`src/source/aes_pkg.sv`:
```
package aes_pkg;

	localparam int BLOCK_W = 128;
	localparam int KEY_W = 128;
	localparam int WORD_W = 32;
	localparam int ROUND_W = 4;

	// byte 0 sits in the most significant position
	typedef logic [BLOCK_W-1:0] aes_block_t;
	typedef logic [KEY_W-1:0] aes_key_t;
	typedef logic [WORD_W-1:0] aes_word_t;
	typedef logic [ROUND_W-1:0] aes_round_t;

	localparam aes_round_t NR = 4'd10;

	// entry 0 is the leftmost byte
	localparam logic [0:255][7:0] sbox = {
		256'h637c777bf26b6fc53001672bfed7ab76_ca82c97dfa5947f0add4a2af9ca472c0,
		256'hb7fd9326363ff7cc34a5e5f171d83115_04c723c31896059a071280e2eb27b275,
		256'h09832c1a1b6e5aa0523bd6b329e32f84_53d100ed20fcb15b6acbbe394a4c58cf,
		256'hd0efaafb434d338545f9027f503c9fa8_51a3408f929d38f5bcb6da2110fff3d2,
		256'hcd0c13ec5f974417c4a77e3d645d1973_60814fdc222a908846eeb814de5e0bdb,
		256'he0323a0a4906245cc2d3ac629195e479_e7c8376d8dd54ea96c56f4ea657aae08,
		256'hba78252e1ca6b4c6e8dd741f4bbd8b8a_703eb5664803f60e613557b986c11d9e,
		256'he1f8981169d98e949b1e87e9ce5528df_8ca1890dbfe6426841992d0fb054bb16
	};

	localparam logic [0:255][7:0] inv_sbox = {
		256'h52096ad53036a538bf40a39e81f3d7fb_7ce339829b2fff87348e4344c4dee9cb,
		256'h547b9432a6c2233dee4c950b42fac34e_082ea16628d924b2765ba2496d8bd125,
		256'h72f8f66486689816d4a45ccc5d65b692_6c704850fdedb9da5e154657a78d9d84,
		256'h90d8ab008cbcd30af7e45805b8b34506_d02c1e8fca3f0f02c1afbd0301138a6b,
		256'h3a9111414f67dcea97f2cfcef0b4e673_96ac7422e7ad3585e2f937e81c75df6e,
		256'h47f11a711d29c5896fb7620eaa18be1b_fc563e4bc6d279209adbc0fe78cd5af4,
		256'h1fdda8338807c731b11210592780ec5f_60517fa919b54a0d2de57a9f93c99cef,
		256'ha0e03b4dae2af5b0c8ebbb3c83539961_172b047eba77d626e169146355210c7d
	};

	function automatic logic [7:0] xtime(input logic [7:0] a);
		return {a[6:0], 1'b0} ^ (a[7] ? 8'h1b : 8'h00);
	endfunction

	// multiply by a 4-bit constant in GF(2^8)
	function automatic logic [7:0] gf_mul(input logic [7:0] a, input logic [3:0] m);
		logic [7:0] x2;
		logic [7:0] x4;
		logic [7:0] x8;
		x2 = xtime(a);
		x4 = xtime(x2);
		x8 = xtime(x4);
		return (m[0] ? a : 8'h00) ^ (m[1] ? x2 : 8'h00) ^
			(m[2] ? x4 : 8'h00) ^ (m[3] ? x8 : 8'h00);
	endfunction

	function automatic aes_block_t inv_shift_rows(input aes_block_t b);
		aes_block_t s;
		int src;
		// row r of column c comes from column c - r
		for (int i = 0; i < 16; i++) begin
			src = (i % 4) + 4 * (((i / 4) - (i % 4) + 4) % 4);
			s[127 - 8 * i -: 8] = b[127 - 8 * src -: 8];
		end
		return s;
	endfunction

	function automatic aes_block_t inv_sub_bytes(input aes_block_t b);
		aes_block_t s;
		for (int i = 0; i < 16; i++) begin
			s[8 * i +: 8] = inv_sbox[b[8 * i +: 8]];
		end
		return s;
	endfunction

	function automatic aes_word_t inv_mix_col(input aes_word_t w);
		logic [7:0] s0;
		logic [7:0] s1;
		logic [7:0] s2;
		logic [7:0] s3;
		logic [7:0] r0;
		logic [7:0] r1;
		logic [7:0] r2;
		logic [7:0] r3;
		s0 = w[31:24];
		s1 = w[23:16];
		s2 = w[15:8];
		s3 = w[7:0];
		r0 = gf_mul(s0, 4'he) ^ gf_mul(s1, 4'hb) ^ gf_mul(s2, 4'hd) ^ gf_mul(s3, 4'h9);
		r1 = gf_mul(s0, 4'h9) ^ gf_mul(s1, 4'he) ^ gf_mul(s2, 4'hb) ^ gf_mul(s3, 4'hd);
		r2 = gf_mul(s0, 4'hd) ^ gf_mul(s1, 4'h9) ^ gf_mul(s2, 4'he) ^ gf_mul(s3, 4'hb);
		r3 = gf_mul(s0, 4'hb) ^ gf_mul(s1, 4'hd) ^ gf_mul(s2, 4'h9) ^ gf_mul(s3, 4'he);
		return {r0, r1, r2, r3};
	endfunction

	function automatic aes_block_t inv_mix_cols(input aes_block_t b);
		aes_block_t s;
		for (int c = 0; c < 4; c++) begin
			s[127 - 32 * c -: 32] = inv_mix_col(b[127 - 32 * c -: 32]);
		end
		return s;
	endfunction

	function automatic aes_word_t sub_word(input aes_word_t w);
		aes_word_t s;
		for (int i = 0; i < 4; i++) begin
			s[8 * i +: 8] = sbox[w[8 * i +: 8]];
		end
		return s;
	endfunction

	function automatic aes_word_t rot_word(input aes_word_t w);
		return {w[23:0], w[31:24]};
	endfunction

	function automatic aes_word_t rcon(input aes_round_t i);
		logic [7:0] rc;
		case (i)
			4'd1: rc = 8'h01;
			4'd2: rc = 8'h02;
			4'd3: rc = 8'h04;
			4'd4: rc = 8'h08;
			4'd5: rc = 8'h10;
			4'd6: rc = 8'h20;
			4'd7: rc = 8'h40;
			4'd8: rc = 8'h80;
			4'd9: rc = 8'h1b;
			4'd10: rc = 8'h36;
			default: rc = 8'h00;
		endcase
		return {rc, 24'h000000};
	endfunction

endpackage

```
`src/source/aes_block_ctrl.sv`:
```
`timescale 1ns/1ns

module aes_block_ctrl (
	input logic clk,
	input logic reset,

	input logic in_valid,
	input aes_pkg::aes_block_t ciphertext,
	output logic in_ready,

	input logic key_loaded,
	input logic busy,

	output logic start,
	output aes_pkg::aes_block_t block_in,

	input logic done,
	input aes_pkg::aes_block_t block_out,

	output logic out_valid,
	output aes_pkg::aes_block_t plaintext,
	input logic out_ready
);

	logic accept;

	// buffer must be free by the time the admitted block finishes
	assign in_ready = key_loaded && !busy && !start && (!out_valid || out_ready);
	assign accept = in_valid && in_ready;

	always_ff @(posedge clk) begin
		if (reset) begin
			start <= 1'b0;
		end else begin
			start <= accept;
		end
	end

	always_ff @(posedge clk) begin
		if (accept)
			block_in <= ciphertext;
	end

	// output buffer
	always_ff @(posedge clk) begin
		if (reset) begin
			out_valid <= 1'b0;
		end else begin
			if (done)
				out_valid <= 1'b1;
			else if (out_ready)
				out_valid <= 1'b0;
		end
	end

	always_ff @(posedge clk) begin
		if (done)
			plaintext <= block_out;
	end

endmodule

```
`config.mk`:
```
export PLATFORM = sky130hd
export DESIGN_NAME = aes_block_ctrl
export DESIGN_NICKNAME = d
export VERILOG_FILES = /design/src/source/aes_pkg.sv /design/src/source/aes_block_ctrl.sv
export SDC_FILE = /design/constraint.sdc
export NUM_CORES = 1
export LEC_CHECK = 0
export BUFFER_PORTS_ARGS = -buffer_cell sky130_fd_sc_hd__buf_2
export CORE_AREA = 10 10 195 197
export CTS_CLUSTER_SIZE = 16
export DETAILED_ROUTE_END_ITERATION = 8
export DIE_AREA = 0 0 205 207
export PLACE_DENSITY_LB_ADDON = 0.12
export RECOVER_POWER = 50
export SYNTH_ARGS = -nofsm -noshare
export SYNTH_HDL_FRONTEND = slang
export SYNTH_SLANG_ARGS = --single-unit
```
`constraint.sdc`:
```
create_clock -name clk -period 10 [get_ports clk]
set_input_delay 0.5 -clock clk [delete_from_list [all_inputs] [get_ports clk]]
set_output_delay 0.5 -clock clk [all_outputs]
set_load 0.01 [all_outputs]
```
==> out/results.tsv <==
stage	metric	value	unit
outcome	status	finished with violations	
outcome	violations	capacitance limit, slew limit	
sta	tightest_slew	2930	ps
job	drv_cap	1	
die	io_pins	522	
final_layout	multiInputGateArea	63.8	um^2
drt	route.detailed.wl_per_inst	22.4	um
global_route	grt_use_total	0.127	
final_layout	most-common-layout-cells	442 x buf_2, 256 x edfxtp_1, 81 x clkbuf_1	
pwr	swShare	0.217	
setup_path	crit_family	buffers and inverters	
synth	synthDistinctLibCells	7	
global_route	grt_max_degree	76	
pwr	power	0.00235	W
pwr	clkPwrFrac	0.391	
sta	hold_violations	0	
synth	ys_top_cells_by_area	edfxtp_1 99%, dfxtp_1 0.51%, nor2b_4 0.18%, nand2b_1 0.16%, nor4_2 0.16%	
clock_tree	cts_tree	yes	
synth	ys_ff_latch	258	
drt	drt_first_iter_violations	206	
setup_path	crit_buf_inv	2	
synth	yosysWarnings	0	
setup_path	cp_slowest_cell	clkbuf_1	
pwr	power_density	201	mW/mm^2
clock_tree	cts_max_level	1	
sta	post-route-min-period	3510	ps
clock_tree	postCtsHoldBufs	0	
placed_design	pre_cts_slack	7110	ps
global_route	grt-ovfl-total	0	
placed_design	dp_hpwl	23.5	mm
sta	fin_ws	6490	ps
final_layout	final_common_cell	buf_2	
sta	fin_tns_setup	0	ps
setup_path	endpoint_kind	flop	
synth	yosysTopAreaCell	edfxtp_1	
synth	syn_nets	528	
final_layout	stdcell_count	1294	
final_layout	syn_to_final_growth	50.3	%
final_layout	final_util	0.343	
placed_design	dp_cells	1244	
placed_design	port_buffers	521	
drt	vias_per_cell	3.73	
setup_path	crit_required	10160	ps
global_route	antenna_found_initial	18	
setup_path	path_cells	clkbuf_1 > buf_4	
clock_tree	clockRootBuffer	clkbuf_16	
clock_tree	cts_resized	0	
synth	syn_inst	265	
drt	routed_wl	29.0	mm
drt	postRouteAntennaNets	0	
global_route	grt_pass1_vias	5285	
sta	slew_violations	56	
pwr	p_int	0.00184	W
drt	drt_first_pass_iters	4	
pwr	p_sw	0.000510	W
clock_tree	cts_setup_buffers	0	
die	core_area	0.0341	mm^2
sta	period_share	0.351	
final_layout	drive_above_1_share	0.577	
die	initial_core_util	0.228	
clock_tree	numCtsBuffers	28	
die	die_height	207	um
synth	synth.avg_cell_area	29.4	um^2
final_layout	seq_area	0.00773	mm^2
setup_path	crit_arrival	3670	ps
clock_tree	clk_latency	540	ps
synth	ys_seq_area_frac	0.992	
clock_tree	clk_pin_slew	60	ps
sta	fin_skew	7.06	ps
clock_tree	cts_max_path_buffers	3	
pwr	seq_power_share	0.540	
final_layout	fillCellCount	3420	
final_layout	nNetsFinal	1082	
die	die_area	0.0424	mm^2
setup_path	cp_max_fo	75	
placed_design	gp_congestion	0.759	
sta	clock.fmax	0.285	GHz
pwr	pwr-share-comb	0.069	
setup_path	criticalPathCategory	in2reg	
clock_tree	numClockSinks	258	
pwr	power_leakage	4.71	nW
die	die_w	205	um
sta	setup_viol	0	
sta	rsz0062_at_grt	false	
min_path	hp-class	in2reg	
setup_path	critPathLaunchType	input port	
drt	drcViolationCount	0	
global_route	grt_pass1_wl	39.2	mm
setup_path	slowest_delay	2040	ps
drt	vias	4833	
synth	synth_area	0.00779	mm^2
synth	synth.top_cell.area_share	0.987	
sta	maxSlewHeadroom	-0.956	
die	rows	68	
pwr	irDropWorstVdd	0.000138	V
[logic make-up after synthesis]
kind of cell / count (synthesis) / synth area share
flip-flops: 258 / 0.992
AND/OR/NAND/NOR: 6 / 0.00627
AO/OA/AOI/OAI: 1 / 0.00129
[through the flow]
stage,hold slack [ps],cell area [um^2]
finish,132,11700
global route,97.5,11700
CTS,93.2,11800
detailed placement,629,11000
global placement,626,11000
floorplan,571,7790
[final timing paths]
| path | startpoint | to | slack [ps] | cells past startpoint |
|---|---|---|---|---|
| worst max-delay path | done | plaintext[62]$_DFFE_PP_ | 6490 | 2 |
| worst min-delay path | ciphertext[3] | block_in[3]$_DFFE_PP_ | 130 | 1 |
| worst max register to register | start$_SDFF_PP0_ | block_in[75]$_DFFE_PP_ | 7440 | 4 |
| worst min register to register | start$_SDFF_PP0_ | start$_SDFF_PP0_ | 630 | 2 |
[layer usage]
metal / global-route usage / routed length (um) / vias up
met5: 0 / 166 / -
met4: 0.0263 / 453 / 22
met3: 0.0943 / 5080 / 56
met2: 0.217 / 14000 / 344
met1: 0.119 / 9280 / 2216
li1: - / - / 2195
[registers in the layout, indices dropped and copies added (netlist names)]
| register | flops |
|---|---|
| block_in | 128 |
| out_valid | 1 |
| plaintext | 128 |
| start | 1 |
[area by class of cell]
class / instances / share of cell area
Clock buffer: 31 / 0.0627
Sequential cell: 258 / 0.660
Clock inverter: 16 / 0.00599
Timing Repair Buffer: 524 / 0.216
Multi-Input combinational cell: 7 / 0.00545
Tap cell: 455 / 0.0486
Antenna cell: 3 / 0.000642
[synth_stat cells]
library cell,count
dfxtp_1,2
edfxtp_1,256
nand2b_1,2
nor2b_4,1
nor3_1,2
nor4_2,1
o21ba_1,1
[power groups by stage]
stage            logic, W  clock network (W)  registers [W]
6_report         0.000163           0.000919        0.00127
5_1_grt          0.000180            0.00100        0.00127
3_5_place_dp     0.000175                  0        0.00129
4_1_cts          0.000175           0.000960        0.00127
3_3_place_gp     0.000175                  0        0.00129
2_1_floorplan  0.00000723                  0        0.00133
(Power assumes the default switching activity.)
