$ cat config.mk
export PLATFORM = sky130hd
export DESIGN_NAME = aes_key_schedule
export DESIGN_NICKNAME = d
export VERILOG_FILES = /design/src/source/aes_pkg.sv /design/src/source/aes_key_schedule.sv
export SDC_FILE = /design/constraint.sdc
export NUM_CORES = 2
export LEC_CHECK = 0
export ABC_AREA = 1
export BUFFER_PORTS_ARGS = -buffer_cell sky130_fd_sc_hd__buf_4
export CELL_PAD_IN_SITES_DETAIL_PLACEMENT = 1
export CELL_PAD_IN_SITES_GLOBAL_PLACEMENT = 1
export CORE_MARGIN = 4
export CORE_UTILIZATION = 32
export CTS_CLUSTER_DIAMETER = 40
export DETAILED_ROUTE_END_ITERATION = 12
export PLACE_DENSITY = 0.61
export SLEW_MARGIN = 20
export SYNTH_ARGS = -nofsm -noshare
export SYNTH_HDL_FRONTEND = slang
export SYNTH_SLANG_ARGS = --single-unit
$ cat constraint.sdc
create_clock -name clk -period 15.6 [get_ports clk]
set_input_delay 1.56 -clock clk [delete_from_list [all_inputs] [get_ports clk]]
set_output_delay 1.56 -clock clk [all_outputs]
set_load 0.02 [all_outputs]
$ cat src/source/aes_pkg.sv
package aes_pkg;

	localparam int BLOCK_W = 128;
	localparam int KEY_W = 128;
	localparam int WORD_W = 32;
	localparam int ROUND_W = 4;

	// byte 0 sits in the most significant position
	typedef logic [BLOCK_W-1:0] aes_block_t;
	typedef logic [KEY_W-1:0] aes_key_t;
	typedef logic [WORD_W-1:0] aes_word_t;
	typedef logic [ROUND_W-1:0] aes_round_t;

	localparam aes_round_t NR = 4'd10;

	// entry 0 is the leftmost byte
	localparam logic [0:255][7:0] sbox = {
		256'h637c777bf26b6fc53001672bfed7ab76_ca82c97dfa5947f0add4a2af9ca472c0,
		256'hb7fd9326363ff7cc34a5e5f171d83115_04c723c31896059a071280e2eb27b275,
		256'h09832c1a1b6e5aa0523bd6b329e32f84_53d100ed20fcb15b6acbbe394a4c58cf,
		256'hd0efaafb434d338545f9027f503c9fa8_51a3408f929d38f5bcb6da2110fff3d2,
		256'hcd0c13ec5f974417c4a77e3d645d1973_60814fdc222a908846eeb814de5e0bdb,
		256'he0323a0a4906245cc2d3ac629195e479_e7c8376d8dd54ea96c56f4ea657aae08,
		256'hba78252e1ca6b4c6e8dd741f4bbd8b8a_703eb5664803f60e613557b986c11d9e,
		256'he1f8981169d98e949b1e87e9ce5528df_8ca1890dbfe6426841992d0fb054bb16
	};

	localparam logic [0:255][7:0] inv_sbox = {
		256'h52096ad53036a538bf40a39e81f3d7fb_7ce339829b2fff87348e4344c4dee9cb,
		256'h547b9432a6c2233dee4c950b42fac34e_082ea16628d924b2765ba2496d8bd125,
		256'h72f8f66486689816d4a45ccc5d65b692_6c704850fdedb9da5e154657a78d9d84,
		256'h90d8ab008cbcd30af7e45805b8b34506_d02c1e8fca3f0f02c1afbd0301138a6b,
		256'h3a9111414f67dcea97f2cfcef0b4e673_96ac7422e7ad3585e2f937e81c75df6e,
		256'h47f11a711d29c5896fb7620eaa18be1b_fc563e4bc6d279209adbc0fe78cd5af4,
		256'h1fdda8338807c731b11210592780ec5f_60517fa919b54a0d2de57a9f93c99cef,
		256'ha0e03b4dae2af5b0c8ebbb3c83539961_172b047eba77d626e169146355210c7d
	};

	function automatic logic [7:0] xtime(input logic [7:0] a);
		return {a[6:0], 1'b0} ^ (a[7] ? 8'h1b : 8'h00);
	endfunction

	// multiply by a 4-bit constant in GF(2^8)
	function automatic logic [7:0] gf_mul(input logic [7:0] a, input logic [3:0] m);
		logic [7:0] x2;
		logic [7:0] x4;
		logic [7:0] x8;
		x2 = xtime(a);
		x4 = xtime(x2);
		x8 = xtime(x4);
		return (m[0] ? a : 8'h00) ^ (m[1] ? x2 : 8'h00) ^
			(m[2] ? x4 : 8'h00) ^ (m[3] ? x8 : 8'h00);
	endfunction

	function automatic aes_block_t inv_shift_rows(input aes_block_t b);
		aes_block_t s;
		int src;
		// row r of column c comes from column c - r
		for (int i = 0; i < 16; i++) begin
			src = (i % 4) + 4 * (((i / 4) - (i % 4) + 4) % 4);
			s[127 - 8 * i -: 8] = b[127 - 8 * src -: 8];
		end
		return s;
	endfunction

	function automatic aes_block_t inv_sub_bytes(input aes_block_t b);
		aes_block_t s;
		for (int i = 0; i < 16; i++) begin
			s[8 * i +: 8] = inv_sbox[b[8 * i +: 8]];
		end
		return s;
	endfunction

	function automatic aes_word_t inv_mix_col(input aes_word_t w);
		logic [7:0] s0;
		logic [7:0] s1;
		logic [7:0] s2;
		logic [7:0] s3;
		logic [7:0] r0;
		logic [7:0] r1;
		logic [7:0] r2;
		logic [7:0] r3;
		s0 = w[31:24];
		s1 = w[23:16];
		s2 = w[15:8];
		s3 = w[7:0];
		r0 = gf_mul(s0, 4'he) ^ gf_mul(s1, 4'hb) ^ gf_mul(s2, 4'hd) ^ gf_mul(s3, 4'h9);
		r1 = gf_mul(s0, 4'h9) ^ gf_mul(s1, 4'he) ^ gf_mul(s2, 4'hb) ^ gf_mul(s3, 4'hd);
		r2 = gf_mul(s0, 4'hd) ^ gf_mul(s1, 4'h9) ^ gf_mul(s2, 4'he) ^ gf_mul(s3, 4'hb);
		r3 = gf_mul(s0, 4'hb) ^ gf_mul(s1, 4'hd) ^ gf_mul(s2, 4'h9) ^ gf_mul(s3, 4'he);
		return {r0, r1, r2, r3};
	endfunction

	function automatic aes_block_t inv_mix_cols(input aes_block_t b);
		aes_block_t s;
		for (int c = 0; c < 4; c++) begin
			s[127 - 32 * c -: 32] = inv_mix_col(b[127 - 32 * c -: 32]);
		end
		return s;
	endfunction

	function automatic aes_word_t sub_word(input aes_word_t w);
		aes_word_t s;
		for (int i = 0; i < 4; i++) begin
			s[8 * i +: 8] = sbox[w[8 * i +: 8]];
		end
		return s;
	endfunction

	function automatic aes_word_t rot_word(input aes_word_t w);
		return {w[23:0], w[31:24]};
	endfunction

	function automatic aes_word_t rcon(input aes_round_t i);
		logic [7:0] rc;
		case (i)
			4'd1: rc = 8'h01;
			4'd2: rc = 8'h02;
			4'd3: rc = 8'h04;
			4'd4: rc = 8'h08;
			4'd5: rc = 8'h10;
			4'd6: rc = 8'h20;
			4'd7: rc = 8'h40;
			4'd8: rc = 8'h80;
			4'd9: rc = 8'h1b;
			4'd10: rc = 8'h36;
			default: rc = 8'h00;
		endcase
		return {rc, 24'h000000};
	endfunction

endpackage

$ cat src/source/aes_key_schedule.sv
`timescale 1ns/1ns

module aes_key_schedule (
	input logic clk,
	input logic reset,
	input logic key_valid,
	input aes_pkg::aes_key_t key,
	output logic key_ready,
	output logic key_loaded,
	input aes_pkg::aes_round_t round_key_no,
	output aes_pkg::aes_key_t round_key
);

	typedef enum logic [1:0] {
		idle,
		expand,
		loaded
	} state_t;

	state_t state;
	state_t state_next;

	logic key_accept;
	aes_pkg::aes_round_t wr_idx;
	aes_pkg::aes_key_t work_key;
	aes_pkg::aes_key_t next_key;
	aes_pkg::aes_word_t temp;

	aes_pkg::aes_key_t keys [0:aes_pkg::NR];

	assign key_accept = key_valid && key_ready;
	assign key_loaded = (state == loaded);

	always_comb begin
		state_next = state;
		case (state)
			idle, loaded: begin
				if (key_accept)
					state_next = expand;
			end
			expand: begin
				if (wr_idx == aes_pkg::NR)
					state_next = loaded;
			end
			default: state_next = idle;
		endcase
	end

	// next round key from the one being written
	always_comb begin
		temp = aes_pkg::sub_word(aes_pkg::rot_word(work_key[31:0])) ^
			aes_pkg::rcon(wr_idx + 4'd1);
		next_key[127:96] = work_key[127:96] ^ temp;
		next_key[95:64] = work_key[95:64] ^ next_key[127:96];
		next_key[63:32] = work_key[63:32] ^ next_key[95:64];
		next_key[31:0] = work_key[31:0] ^ next_key[63:32];
	end

	always_ff @(posedge clk) begin
		if (reset) begin
			state <= idle;
			key_ready <= 1'b0;
			wr_idx <= '0;
		end else begin
			state <= state_next;
			key_ready <= (state_next != expand);
			if (key_accept)
				wr_idx <= '0;
			else if (state == expand)
				wr_idx <= wr_idx + 4'd1;
		end
	end

	always_ff @(posedge clk) begin
		if (key_accept) begin
			work_key <= key;
		end else if (state == expand) begin
			keys[wr_idx] <= work_key;
			work_key <= next_key;
		end
	end

	// registered read port
	always_ff @(posedge clk) begin
		round_key <= keys[round_key_no];
	end

endmodule

==> flow_summary.ini <==
[critical_path]
timing.rr.start = work_key[8]$_DFFE_PP_
critPathKind = flip-flop to flip-flop
worstRegToRegCells = 17
arrival_ns = 5.69
critPathTopFamily = simple AND/OR/NAND/NOR gates
r2r_slack_ns = 10.53
critical_path.slowest_cell = edfxtp_1
crit_chain = clkinv_1, ha_1, nand2_1, nand2_1, nand2_1, nand3_1, nand3_1, nand3_1, nand3_1, nand2_1, nand2_1, nand2_1, nand2_1, nand3_1, nand3_1, nand3_1, nand2_1
reg2reg_to = work_key[17]$_DFFE_PP_
cp.required_ns = 16.22
cp_max_fo = 23
end_kind = flip-flop
startpoint = work_key[8]$_DFFE_PP_
cp_common_cell = nand2_1
cp.buffers_inverters = 1
max_stage_delay_ns = 1.02
start_kind = flip-flop

[clocking]
cts_buffer_depth = 4
root_buffer = clkbuf_16
ctsHoldBuffers = 0
cts_setup_buffers = 0
cts.sink_count = 1671
tritoncts = done
clk_pin_slew_ns = 0.05
worstSkewPairLatency_ns = 0.93
ctsResizeCount = 0
numCtsBuffers = 301
htree_levels = 5

[sta]
max_slew_margin_pct = 25.3
finalClockSkew_ns = 0.0732
drv_slew = 0
holdWs_ns = 0.449
fin_ws_ns = 10.53
period_needed_ns = 5.07
fmaxAchievable_mhz = 197
finalHoldViolations = 0
fin_setup_tns_ns = 0
setup_viol = 0
fin_crit_sh_pct = 32.5
rsz0062_at_grt = no
worstMarginPinSlew_ns = 1.12

[cells_and_area]
ff_latch_area_mm2 = 0.0488
layout_common_cells = 1,536 x edfxtp_1, 1,378 x nand2_1, 1,263 x nand3_1
drive_gt1_share_pct = 12.2
fillers = 26200
multi_input_area_mm2 = 0.0247
utilization_pct = 38.4
area.growth.synth_to_final_pct = 19.4
nNetsFinal = 7884
final_common_cell = edfxtp_1

[drt]
wl_per_cell_um = 28.0
wl_mm = 311
first_iter_violations = 6011
vias_per_cell = 5.62
first_pass_iters = 5
num_vias = 62300
drc = 0
ant_nets = 0

[power_and_ir_drop]
comb_power_share_pct = 20.7
leakage_nw = 33.3
clock_power_share_pct = 42.2
ir_worst_vdd_mv = 0.0889
p_sw_share_pct = 32.9
power_switching_mw = 5.06
pwr-share-seq_pct = 37.0
power.internal_mw = 10.3
finalPower_mw = 15.4
p_per_area_mw_per_mm2 = 168

[logic_synthesis]
synth-main-ff-cell = edfxtp_1
synthDominantCellAreaShare_pct = 60.2
synth-seq-cells = 1671
synth_area_mm2 = 0.0766
synth-edff-count = 1536
synthArstFlopShare_pct = 0
synth_top_cell_by_area = edfxtp_1
synthesis.nets = 7714
synth_cell_type_count = 38
yosys_warnings = 0
synth_cells = 7515
synthTopCellsByArea = edfxtp_1 60%, nand3_1 8.3%, nand2_1 6.8%, o21ai_0 5.3%, nor2_1 4.0%
seq_area_frac_synth_pct = 63.8
avgSynthCellArea_um2 = 10.2

[die]
core-area_mm2 = 0.238
rows = 179
die_w_um = 497
dieArea_mm2 = 0.247
initial_core_util_pct = 32.2
die_y_um = 497
io_pins = 265

[global_routing]
track_usage_pct = 24.3
grt_overflow = 0
grt_pass1_wl_mm = 447
grt_max_degree = 178
grt_antenna_before_repair = 14
grt_pass1_vias = 63200

[placed_design]
dpl.hpwl_mm = 193
place_congestion = 0.928
post-place-ws_ns = 10.31
port_buffers = 264

[flow_run]
drv_cap = 0

[hold_path]
hold_end = round_key[114]$_DFF_P_
hold_depth = 2
hp-start = keys[10][114]$_DFFE_PP_
hp-class = flip-flop to flip-flop

[outcome]
outcome = complete, no violations
[worst max path at each step]
stage,to,slack (ns),depth (start not counted)
floorplan,keys[1][0]$_DFFE_PP_,4.00,5
global placement,round_key[5]$_DFF_P_,10.36,9
detailed placement,round_key[4]$_DFF_P_,10.31,9
CTS,work_key[17]$_DFFE_PP_,10.65,15
global route,work_key[19]$_DFFE_PP_,10.30,17
finish,work_key[17]$_DFFE_PP_,10.53,17
[worst reg2reg max path, delay by kind of cell, from the launching register on]
kind | cells | cell delay (ns)
simple gates | 15 | 2.54
flops | 1 | 1.02
fa+ha+maj | 1 | 0.57
buf+inv | 1 | 0.65
[metrics by stage]
| step | std cells | instance area (µm²) |
|---|---|---|
| 2_1_floorplan | 7515 | 76600 |
| 3_3_place_gp | 10500 | 81400 |
| 3_5_place_dp | 10500 | 81400 |
| 4_1_cts | 11100 | 91400 |
| 5_1_grt | 11100 | 91400 |
| 6_report | 11100 | 91400 |
[cell families (layout without fill, tap and decap cells)]
group | Yosys count | in the layout | synth area share, %
DFF | 1671 | 1671 | 63.8
xor gates and xnor gates | 6 | 6 | 0.0686
buffers and inverters | 739 | 1138 | 4.07
and+or+nand+nor | 3572 | 3572 | 20.0
AOI/OAI and AO/OA | 1463 | 1463 | 11.0
other | 0 | 5 | 0
adders and majority gates | 64 | 64 | 1.06
[metal layers]
layer	routed length [µm]	track usage [%]
met1	134000	33.0
met4	14400	10.3
met2	144000	39.1
met5	27	0
met3	18100	3.43
[power by group through the flow]
| stage | logic, mW | clock network (mW) | registers (mW) |
|---|---|---|---|
| floorplan | 1.93 | 0 | 5.60 |
| CTS | 3.14 | 6.60 | 5.69 |
| global route | 3.45 | 6.83 | 5.71 |
| finish | 3.19 | 6.50 | 5.69 |
| detailed placement | 3.13 | 0 | 5.78 |
| global placement | 3.09 | 0 | 5.76 |
[final cells by class]
class                   count  share of cell area [%]
well taps                3167                    4.33
flip-flops and latches   1671                    53.4
diodes                      5                  0.0137
inverters                 225                   0.950
clock inverters           186                    2.31
multi-input cells        5105                    27.0
repair buffers            381                    3.32
clock buffers             346                    8.67
[cells in the mapped netlist (25+ instances only)]
| library cell | number |
|---|---|
| a21oi_1 | 130 |
| a31oi_1 | 110 |
| buf_1 | 44 |
| buf_2 | 96 |
| buf_4 | 25 |
| clkbuf_1 | 333 |
| dfxtp_1 | 135 |
| edfxtp_1 | 1536 |
| ha_1 | 63 |
| inv_1 | 199 |
| nand2_1 | 1380 |
| nand3_1 | 1263 |
| nor2_1 | 821 |
| o211ai_1 | 140 |
| o21ai_0 | 804 |
| o221ai_1 | 112 |
| o22ai_1 | 129 |
[flip-flops by register name (all words and copies together) (netlist names)]
name / count
key_ready: 1
keys: 1408
round_key: 128
state: 2
work_key: 128
wr_idx: 4
Power figures use the tool's default switching activity.
